[src/rtl/trace_cfg_pkg.sv]
/* Size constants for the pipeline trace unit. slot_w must cover store_depth, and the store
   must be deeper than the five stages in flight so that live slots never alias */

package trace_cfg_pkg;

    //////////////////////////////////////////////////
    // Sequence ids and record slots
    //////////////////////////////////////////////////
    localparam int id_w        = 8;                   // Instruction sequence id
    localparam int store_depth = 16;                  // Record slots in the store
    localparam int slot_w      = $clog2(store_depth); // Slot = low bits of the id

    //////////////////////////////////////////////////
    // Stage words and instruction fields
    //////////////////////////////////////////////////
    localparam int word_w = 16; // Every stage trace word
    localparam int opc_w  = 4;  // Opcode field, top of the instruction
    localparam int reg_w  = 4;  // Register index fields rd, rs, rt
    localparam int imm_w  = 8;  // Immediate field of the i format

    // Saturating stall counter, stops at all ones
    localparam int stall_w   = 3;
    localparam int stall_max = (1 << stall_w) - 1;

endpackage : trace_cfg_pkg

[src/rtl/trace_types_pkg.sv]
/* Bundles passed between the tagger, the store and the reporter. The instruction word
   decodes as register or immediate format, picked by opcode bit 15 */

package trace_types_pkg;

    import trace_cfg_pkg::*;

    //////////////////////////////////////////////////
    // Instruction word, two views of the same bits
    //////////////////////////////////////////////////
    typedef struct packed {
        logic [opc_w-1:0] opcode; // Bits 15..12
        logic [reg_w-1:0] rd;     // Bits 11..8
        logic [reg_w-1:0] rs;     // Bits 7..4
        logic [reg_w-1:0] rt;     // Bits 3..0
    } r_fmt_t;

    typedef struct packed {
        logic [opc_w-1:0] opcode; // Same place as in r_fmt
        logic [reg_w-1:0] rd;
        logic [imm_w-1:0] imm8;   // Bits 7..0
    } i_fmt_t;

    typedef union packed {
        r_fmt_t r_fmt; // Opcode bit 15 clear
        i_fmt_t i_fmt; // Opcode bit 15 set
    } instr_u;

    // Valid flag and id of whatever sits in one stage
    typedef struct packed {
        logic            valid;
        logic [id_w-1:0] id;
    } stage_tag_t;

    //////////////////////////////////////////////////
    // Trace words in, records stored and retired
    //////////////////////////////////////////////////
    typedef struct packed {
        logic [word_w-1:0] fetch_word;  // Fetch pc
        instr_u            decode_word; // Instruction seen in decode
        logic [word_w-1:0] exec_word;
        logic [word_w-1:0] mem_word;
        logic [word_w-1:0] wb_word;
    } stage_words_t;

    typedef struct packed {
        logic [id_w-1:0]    id;
        logic [word_w-1:0]  pc;
        instr_u             instr;
        logic [word_w-1:0]  exec_word;
        logic [word_w-1:0]  mem_word;
        logic [stall_w-1:0] stall_cnt;
    } trace_rec_t;

    typedef struct packed {
        logic [id_w-1:0]    id;
        logic [word_w-1:0]  pc;
        instr_u             instr;
        logic [word_w-1:0]  src_opnd;  // rs or imm8, zero extended
        logic [word_w-1:0]  exec_word;
        logic [word_w-1:0]  mem_word;
        logic [word_w-1:0]  wb_word;   // Taken live from write-back
        logic [stall_w-1:0] stall_cnt;
    } retire_rec_t;

endpackage : trace_types_pkg

[src/rtl/pipe_trace_top.sv]
/* Trace unit top. Stage words, stall and hlt are plain levels sampled each edge;
   retire_valid pulses one cycle per retired instruction */

`timescale 1ns/1ps

module pipe_trace_top
    import trace_cfg_pkg::*;
    import trace_types_pkg::*;
(
    input  logic         clk,
    input  logic         rst_n,
    input  stage_words_t stage_words,
    input  logic         stall,
    input  logic         hlt,
    output logic         retire_valid,
    output retire_rec_t  retire
);

    stage_tag_t        fetch_tag, decode_tag, exec_tag, mem_tag, wb_tag;
    trace_rec_t        wb_rec;   // Stored record of the wb instruction
    logic [slot_w-1:0] wb_slot;

    assign wb_slot = wb_tag.id[slot_w-1:0];

    //////////////////////////////////////////////////
    // Id tracking, record store, retire output
    //////////////////////////////////////////////////
    stage_tagger u_stage_tagger (
        .clk        (clk),
        .rst_n      (rst_n),
        .stall      (stall),
        .hlt        (hlt),
        .fetch_tag  (fetch_tag),
        .decode_tag (decode_tag),
        .exec_tag   (exec_tag),
        .mem_tag    (mem_tag),
        .wb_tag     (wb_tag)
    );

    trace_store u_trace_store (
        .clk        (clk),
        .rst_n      (rst_n),
        .stall      (stall),
        .fetch_tag  (fetch_tag),
        .decode_tag (decode_tag),
        .exec_tag   (exec_tag),
        .mem_tag    (mem_tag),
        .words      (stage_words),
        .rd_slot    (wb_slot),
        .rd_rec     (wb_rec)
    );

    retire_reporter u_retire_reporter (
        .clk          (clk),
        .rst_n        (rst_n),
        .wb_tag       (wb_tag),
        .wb_word      (stage_words.wb_word),
        .rec          (wb_rec),
        .retire_valid (retire_valid),
        .retire       (retire)
    );

endmodule : pipe_trace_top

[src/rtl/retire_reporter.sv]
/* Builds the retire record from the stored fields and the live wb word, one strobe per
   valid wb cycle. No back-pressure, every strobe is taken */

`timescale 1ns/1ps

module retire_reporter
    import trace_cfg_pkg::*;
    import trace_types_pkg::*;
(
    input  logic              clk,
    input  logic              rst_n,
    input  stage_tag_t        wb_tag,
    input  logic [word_w-1:0] wb_word,       // Live write-back trace word
    input  trace_rec_t        rec,           // Record at the wb slot
    output logic              retire_valid,  // One cycle per instruction
    output retire_rec_t       retire
);

    instr_u            instr;     // Instruction as decoded in decode
    logic              imm_fmt;   // Opcode bit 15 picks i format
    logic [word_w-1:0] src_opnd;
    retire_rec_t       retire_nxt;

    //////////////////////////////////////////////////
    // Source operand
    //////////////////////////////////////////////////
    assign instr   = rec.instr;
    assign imm_fmt = instr.i_fmt.opcode[opc_w-1];  // Same bit in both views

    always_comb begin
        if (imm_fmt) begin
            src_opnd = word_w'(instr.i_fmt.imm8);  // Zero extended immediate
        end else begin
            src_opnd = word_w'(instr.r_fmt.rs);    // Zero extended rs index
        end
    end

    //////////////////////////////////////////////////
    // Record merge and output register
    //////////////////////////////////////////////////
    always_comb begin
        retire_nxt           = '0;
        retire_nxt.id        = rec.id;
        retire_nxt.pc        = rec.pc;
        retire_nxt.instr     = instr;
        retire_nxt.src_opnd  = src_opnd;
        retire_nxt.exec_word = rec.exec_word;
        retire_nxt.mem_word  = rec.mem_word;
        retire_nxt.wb_word   = wb_word;        // Not stored, taken as it passes
        retire_nxt.stall_cnt = rec.stall_cnt;
    end

    always_ff @(posedge clk) begin
        if (!rst_n) begin
            retire_valid <= 1'b0;
        end else begin
            retire_valid <= wb_tag.valid;  // Strobe one edge after wb
        end
    end

    // Payload only, loaded when there is something to retire
    always_ff @(posedge clk) begin
        if (wb_tag.valid) begin
            retire <= retire_nxt;
        end
    end

    // Slot read in the store must hold this instruction, not an older id
    a_rec_matches_wb : assert property (
        @(posedge clk) disable iff (!rst_n)
        wb_tag.valid |-> (rec.id == wb_tag.id)
    ) else $error("record id %0h at wb id %0h", rec.id, wb_tag.id);

endmodule : retire_reporter

[src/rtl/stage_tagger.sv]
/* Follows sequence ids through fetch, decode, execute, memory and write-back. A stall holds
   fetch and decode and bubbles execute. hlt is sticky until reset and lets the pipe drain */

`timescale 1ns/1ps

module stage_tagger
    import trace_cfg_pkg::*;
    import trace_types_pkg::*;
(
    input  logic       clk,
    input  logic       rst_n,
    input  logic       stall,      // Freeze fetch and decode
    input  logic       hlt,        // Stop new fetches
    output stage_tag_t fetch_tag,
    output stage_tag_t decode_tag,
    output stage_tag_t exec_tag,
    output stage_tag_t mem_tag,
    output stage_tag_t wb_tag
);

    logic [id_w-1:0] next_id;   // Id given to the next fetch
    logic            halted;    // Set by hlt, cleared only by reset
    logic            fetch_en;  // A new instruction may enter fetch

    // hlt acts in the edge where it is first seen
    assign fetch_en = !(halted || hlt);

    //////////////////////////////////////////////////
    // Tag pipeline
    //////////////////////////////////////////////////
    always_ff @(posedge clk) begin
        if (!rst_n) begin
            fetch_tag  <= '0;
            decode_tag <= '0;
            exec_tag   <= '0;
            mem_tag    <= '0;
            wb_tag     <= '0;
            next_id    <= '0;
            halted     <= 1'b0;
        end else begin
            halted  <= halted | hlt;
            mem_tag <= exec_tag;  // Back half never stalls
            wb_tag  <= mem_tag;
            if (stall) begin
                // Fetch and decode hold their tags
                exec_tag.valid <= 1'b0;  // Bubble into execute
                if (hlt) begin
                    fetch_tag.valid <= 1'b0;  // Stalled fetch never left, drop it
                end
            end else begin
                exec_tag        <= decode_tag;
                decode_tag      <= fetch_tag;   // Fetched this edge
                fetch_tag.valid <= fetch_en;
                fetch_tag.id    <= next_id;
                if (fetch_en) begin
                    next_id <= next_id + 1'b1;  // Wraps, slots reuse low bits
                end
            end
        end
    end

    //////////////////////////////////////////////////
    // Retire order check
    //////////////////////////////////////////////////
    logic [id_w-1:0] last_wb_id;  // Id of the previous valid wb
    logic            wb_seen;     // At least one wb since reset

    always_ff @(posedge clk) begin
        if (!rst_n) begin
            wb_seen <= 1'b0;
        end else if (wb_tag.valid) begin
            wb_seen <= 1'b1;
        end
    end

    always_ff @(posedge clk) begin
        if (wb_tag.valid) begin
            last_wb_id <= wb_tag.id;
        end
    end

    // Bubbles may sit between them, but no id is lost or doubled on the way down
    a_wb_ids_in_order : assert property (
        @(posedge clk) disable iff (!rst_n)
        (wb_tag.valid && wb_seen) |-> (wb_tag.id == id_w'(last_wb_id + 1'b1))
    ) else $error("wb id %0h does not follow %0h", wb_tag.id, last_wb_id);

endmodule : stage_tagger

[src/rtl/trace_store.sv]
/* Record memory indexed by the low id bits, each field written as its stage is valid.
   Read is asynchronous. Stall counts saturate at stall_max */

`timescale 1ns/1ps

module trace_store
    import trace_cfg_pkg::*;
    import trace_types_pkg::*;
(
    input  logic              clk,
    input  logic              rst_n,
    input  logic              stall,
    input  stage_tag_t        fetch_tag,
    input  stage_tag_t        decode_tag,
    input  stage_tag_t        exec_tag,
    input  stage_tag_t        mem_tag,
    input  stage_words_t      words,
    input  logic [slot_w-1:0] rd_slot,   // Slot of the wb id
    output trace_rec_t        rd_rec
);

    trace_rec_t rec_mem [store_depth];  // One record per id in flight

    logic [slot_w-1:0]  fetch_slot, decode_slot, exec_slot, mem_slot;
    logic [stall_w-1:0] fetch_cnt;   // Stalls seen by the fetch instruction
    logic [stall_w-1:0] decode_cnt;  // Stalls seen by the decode instruction
    logic [stall_w-1:0] decode_cnt_nxt;

    function automatic logic [stall_w-1:0] sat_inc(input logic [stall_w-1:0] cnt);
        return (cnt == stall_w'(stall_max)) ? cnt : cnt + 1'b1;
    endfunction

    assign fetch_slot  = fetch_tag.id[slot_w-1:0];
    assign decode_slot = decode_tag.id[slot_w-1:0];
    assign exec_slot   = exec_tag.id[slot_w-1:0];
    assign mem_slot    = mem_tag.id[slot_w-1:0];

    //////////////////////////////////////////////////
    // Stall counters, they move with the instruction
    //////////////////////////////////////////////////
    always_ff @(posedge clk) begin
        if (!rst_n) begin
            fetch_cnt  <= '0;
            decode_cnt <= '0;
        end else if (stall) begin
            if (fetch_tag.valid) fetch_cnt <= sat_inc(fetch_cnt);
            if (decode_tag.valid) decode_cnt <= sat_inc(decode_cnt);
        end else begin
            decode_cnt <= fetch_cnt;  // Fetch instruction moves to decode
            fetch_cnt  <= '0;         // Fresh count for the new fetch
        end
    end

    // Count including this edge, last decode write leaves the final value
    assign decode_cnt_nxt = stall ? sat_inc(decode_cnt) : decode_cnt;

    //////////////////////////////////////////////////
    // Field writes, one slot per stage
    //////////////////////////////////////////////////
    always_ff @(posedge clk) begin
        if (fetch_tag.valid) begin
            rec_mem[fetch_slot].id <= fetch_tag.id;
            rec_mem[fetch_slot].pc <= words.fetch_word;
        end
        if (decode_tag.valid) begin
            rec_mem[decode_slot].instr     <= words.decode_word;
            rec_mem[decode_slot].stall_cnt <= decode_cnt_nxt;
        end
        if (exec_tag.valid) rec_mem[exec_slot].exec_word <= words.exec_word;
        if (mem_tag.valid) rec_mem[mem_slot].mem_word <= words.mem_word;  // Ready in wb
    end

    assign rd_rec = rec_mem[rd_slot];

    // wb is mem one edge later in the tagger, so past mem valid means wb holds
    // the instruction read through rd_slot
    a_no_fetch_over_wb : assert property (
        @(posedge clk) disable iff (!rst_n)
        (fetch_tag.valid && $past(mem_tag.valid)) |-> (fetch_slot != rd_slot)
    ) else $error("fetch write hits wb slot %0h", rd_slot);

endmodule : trace_store

[config.mk]
export PLATFORM = sky130hd
export DESIGN_NAME = pipe_trace_top
export DESIGN_NICKNAME = d
export VERILOG_FILES = /design/src/rtl/trace_cfg_pkg.sv /design/src/rtl/trace_types_pkg.sv /design/src/rtl/pipe_trace_top.sv /design/src/rtl/retire_reporter.sv /design/src/rtl/stage_tagger.sv /design/src/rtl/trace_store.sv
export SDC_FILE = /design/constraint.sdc
export NUM_CORES = 1
export LEC_CHECK = 0
export BUFFER_PORTS_ARGS = -buffer_cell sky130_fd_sc_hd__buf_2
export CAP_MARGIN = 5
export CORE_ASPECT_RATIO = 0.7
export CORE_MARGIN = 4
export CORE_UTILIZATION = 55
export CTS_CLUSTER_DIAMETER = 60
export CTS_CLUSTER_SIZE = 16
export DETAILED_ROUTE_END_ITERATION = 16
export GPL_ROUTABILITY_DRIVEN = 0
export PLACE_DENSITY_LB_ADDON = 0.05
export SYNTH_ARGS = -nofsm -noshare
export SYNTH_HDL_FRONTEND = slang
export SYNTH_SLANG_ARGS = --single-unit
[constraint.sdc]
create_clock -name clk -period 3.8 [get_ports clk]
set_input_delay 0.19 -clock clk [delete_from_list [all_inputs] [get_ports clk]]
set_output_delay 0.19 -clock clk [all_outputs]
set_load 0.03 [all_outputs]
==> results by group <==
STA
  – Crit share post-route: 73.3%
  – Slew Viols, Final: 0
  – Final setup fails: 0
  – Slew of the pin with the lowest slew margin: 1.04 ns
  – Setup TNS: 0 ns
  – Final Hold Slack: 0.0706 ns
  – RSZ-0062 raised after global routing: false
  – Final Hold Viols: 0
  – Minimum clock period: 2.78 ns
  – Slew HR: 30.6%
  – Final worst-path setup slack: 1.02 ns
  – Max frequency: 359 MHz
  – Clk_skew: 0.0301 ns

Critical path
  – Crit path max-delay family: multiplexers
  – Critical Path AT: 3.17 ns
  – Slowest CP cell: dfxtp_4
  – R2R depth: 3
  – Req. time, crit path: 4.18 ns
  – Crit path depth: 3
  – Worst stage delay on the critical path: 0.83 ns
  – Crit path buf inv count: 1
  – CP startpoint kind: flip-flop
  – Largest fanout on the critical path: 48
  – Crit path kind: flip-flop to flip-flop
  – Cell repeated most along the worst path: mux4_2
  – Cell chain of the critical path: buf_4, mux4_2, mux4_2
  – Worst Setup End Kind: flip-flop

Layout
  – Finished Layout Cells: 3677
  – Area grow syn2layout: 13.2%
  – Share of layout cells above drive strength 1: 33.5%
  – Final nets: 2497

Pwr
  – Leakage: 17.4 nW
  – Total power per unit cell area: 458 mW/mm2
  – Power Total: 26.0 mW
  – Max VDD drop: 0.323 mV

Logic synthesis
  – Part of the Yosys area used for sequential elements: 79.6%
  – Top FF cell, synth: edfxtp_1
  – Synth top area share: 77.8%
  – Post-synth EDFFs: 1299
  – Async set-or-reset flop fraction in the synthesized netlist: 0%
  – Gate Count Post-Synth: 2053
  – Mean area per synthesized cell: 24.4 um2
  – FF+latch count, synth: 1344
  – Leading area contributor after synthesis: edfxtp_1
  – Yosys warnings: 0
  – Area contributors post-synth: edfxtp_1, mux4_2, dfxtp_1
  – Most common cell in the synthesized netlist: edfxtp_1
  – Synthesized cell area: 0.0501 mm2
  – Unique masters post-synth: 35
  – Post-synth top cells: edfxtp_1, mux4_2, nor2_1

Floorplanning
  – Die span in y: 261 um
  – Die area: 0.0961 mm2
  – Starting density of the core: 55.6%
  – Core Box Area: 0.0902 mm2
  – Die width: 369 um
  – # rows: 92
  – IO Count: 192

Detailed routing
  – Drt first pass iters: 7
  – WL/cell: 29.1 um
  – Via Count: 22500
  – Via-to-Cell Ratio: 6.11
  – WL final: 107000 um
  – Final ANT Viol Nets: 0
  – Starting DRT DRC Count: 2355
  – Drc violations: 0

Placed design
  – HPWL after DPL: 59500 um
  – Port Buffers: 183
  – DP Cell Count: 3453
  – Place WS: 1.02 ns

Clocking
  – CTS H-tree depth: 3
  – Clock tree buffer depth: 3
  – Clock Latency Late Sink: 0.66 ns
  – Reg clk slew, reported paths: 0.07 ns
  – CTS Hold Bufs: 81
  – Post-cts gate resize count: 0
  – CTS tree: yes
  – Total CTS buffers: 94
  – Clock sinks: 1344
  – Postcts setup bufs: 0
  – CTS root buf: clkbuf_16

GRT
  – Congestion Overflow GR: 0
  – First-pass GRT wire length: 157000 um
  – Initial antenna violation count: 6
  – Pin count of the biggest net entering global routing: 81
  – Aggregate global-route resource usage: 22.6%
  – Vias in the first global route: 23000

Hold path
  – Hold Path Cell Cnt: 2
  – Hold Crit Class: input pin to flip-flop

Run
  – Max Cap Viol: 0

Status
  – Status: complete, no violations
==> cells by family (layout without fill, tap and decap cells) <==
| group | count (synthesis) | after routing | synth area share, % |
|---|---|---|---|
| other cells | 1 | 12 | 0.00748 |
| flops | 1344 | 1344 | 79.6 |
| compound gates | 28 | 28 | 0.409 |
| xor+xnor | 10 | 10 | 0.175 |
| mux | 392 | 392 | 17.0 |
| simple gates | 167 | 167 | 1.71 |
| fa+ha+maj | 4 | 4 | 0.0998 |
| buf+inv | 107 | 498 | 1.04 |
==> area by class of cell <==
cell class,count,area [um2]
Timing Repair Buffer,360,2650
Clock inverter,3,66.3
Clock buffer,135,2570
Antenna cell,4,10.0
Fill cell,6022,33500
Sequential cell,1344,39900
Tap cell,1222,1530
Multi-Input combinational cell,609,10000
==> metrics by stage <==
stage | util, % | instance area (um2)
2_1_floorplan | - | 50200
3_3_place_gp | 59.0 | 53300
3_5_place_dp | 59.0 | 53300
4_1_cts | 62.9 | 56700
5_1_grt | 62.9 | 56700
6_report | 62.9 | 56800
==> worst register-to-register path: stages (launching register included) <==
cell	delay (ns)
dfxtp_4	0.83
buf_4	0.76
mux4_2	0.46
mux4_2	0.47
==> flip-flops by register name, summed over array words and instances (netlist names), 3 cells and up, named ones only <==
| signal | cells |
|---|---|
| u_stage_tagger.exec_tag | 5 |
| u_stage_tagger.fetch_tag | 9 |
| u_stage_tagger.next_id | 8 |
| u_trace_store.decode_cnt | 3 |
| u_stage_tagger.decode_tag | 5 |
| u_retire_reporter.retire | 99 |
| u_stage_tagger.mem_tag | 5 |
| u_trace_store.rec_mem | 1200 |
| u_trace_store.fetch_cnt | 3 |
==> layout by cell type (no fill, tap or decap), types with 2 or more instances in the layout <==
| cell | count |
|---|---|
| edfxtp_1 | 1299 |
| mux4_2 | 366 |
| buf_2 | 183 |
| clkbuf_16 | 97 |
| dlygate4sd3_1 | 81 |
| buf_4 | 79 |
| dfxtp_1 | 40 |
| clkbuf_1 | 38 |
| nor2_2 | 35 |
| and2_1 | 23 |
| nor2b_1 | 21 |
| mux2i_1 | 21 |
| nand2_1 | 19 |
| a22oi_1 | 18 |
| nor3_2 | 16 |
| buf_12 | 16 |
| nor2_4 | 12 |
| nand2b_1 | 8 |
| nand3b_1 | 8 |
| conb_1 | 8 |
| nor2_1 | 7 |
| mux2_2 | 5 |
| xor2_1 | 5 |
| xnor2_1 | 5 |
| dfxtp_4 | 5 |
| diode_2 | 4 |
| nand3_1 | 4 |
| or3b_2 | 4 |
| ha_1 | 4 |
| nand4_1 | 3 |
| a21oi_1 | 3 |
| a21boi_0 | 2 |
| nor3_1 | 2 |
| o211a_1 | 2 |
| nor4_1 | 2 |
| bufinv_16 | 2 |
==> layer usage <==
layer  vias to the layer above  global-route usage [%]  share of wire (%)
li1                       9417                       -                  -
met1                     12100                    35.0                 44
met2                       771                    35.3                 48
met3                       131                    3.19                6.1
met4                         0                    4.39                1.8
met5                         -                       0                  0
==> where the power goes <==
group          switching [mW]  internal [mW]  total (mW)  leakage (nW)
Combinational           0.243          0.136       0.379          4.05
Sequential             0.0129           16.2        16.2          12.1
Clock                    4.60           4.79        9.38          1.27
Total                    4.85           21.1        26.0          17.4
==> path summary, 6_finish.rpt <==
| check | start | to | slack [ns] |
|---|---|---|---|
| worst min-delay path | rst_n | u_stage_tagger.halted | 0.07 |
| worst min register to register | u_stage_tagger.mem_tag[3] | flip-flop | 0.51 |
| worst max-delay path | flip-flop | u_retire_reporter.retire[46] | 1.02 |
| worst max register to register | flip-flop | u_retire_reporter.retire[46] | 1.02 |
(Power assumes the default switching activity.)
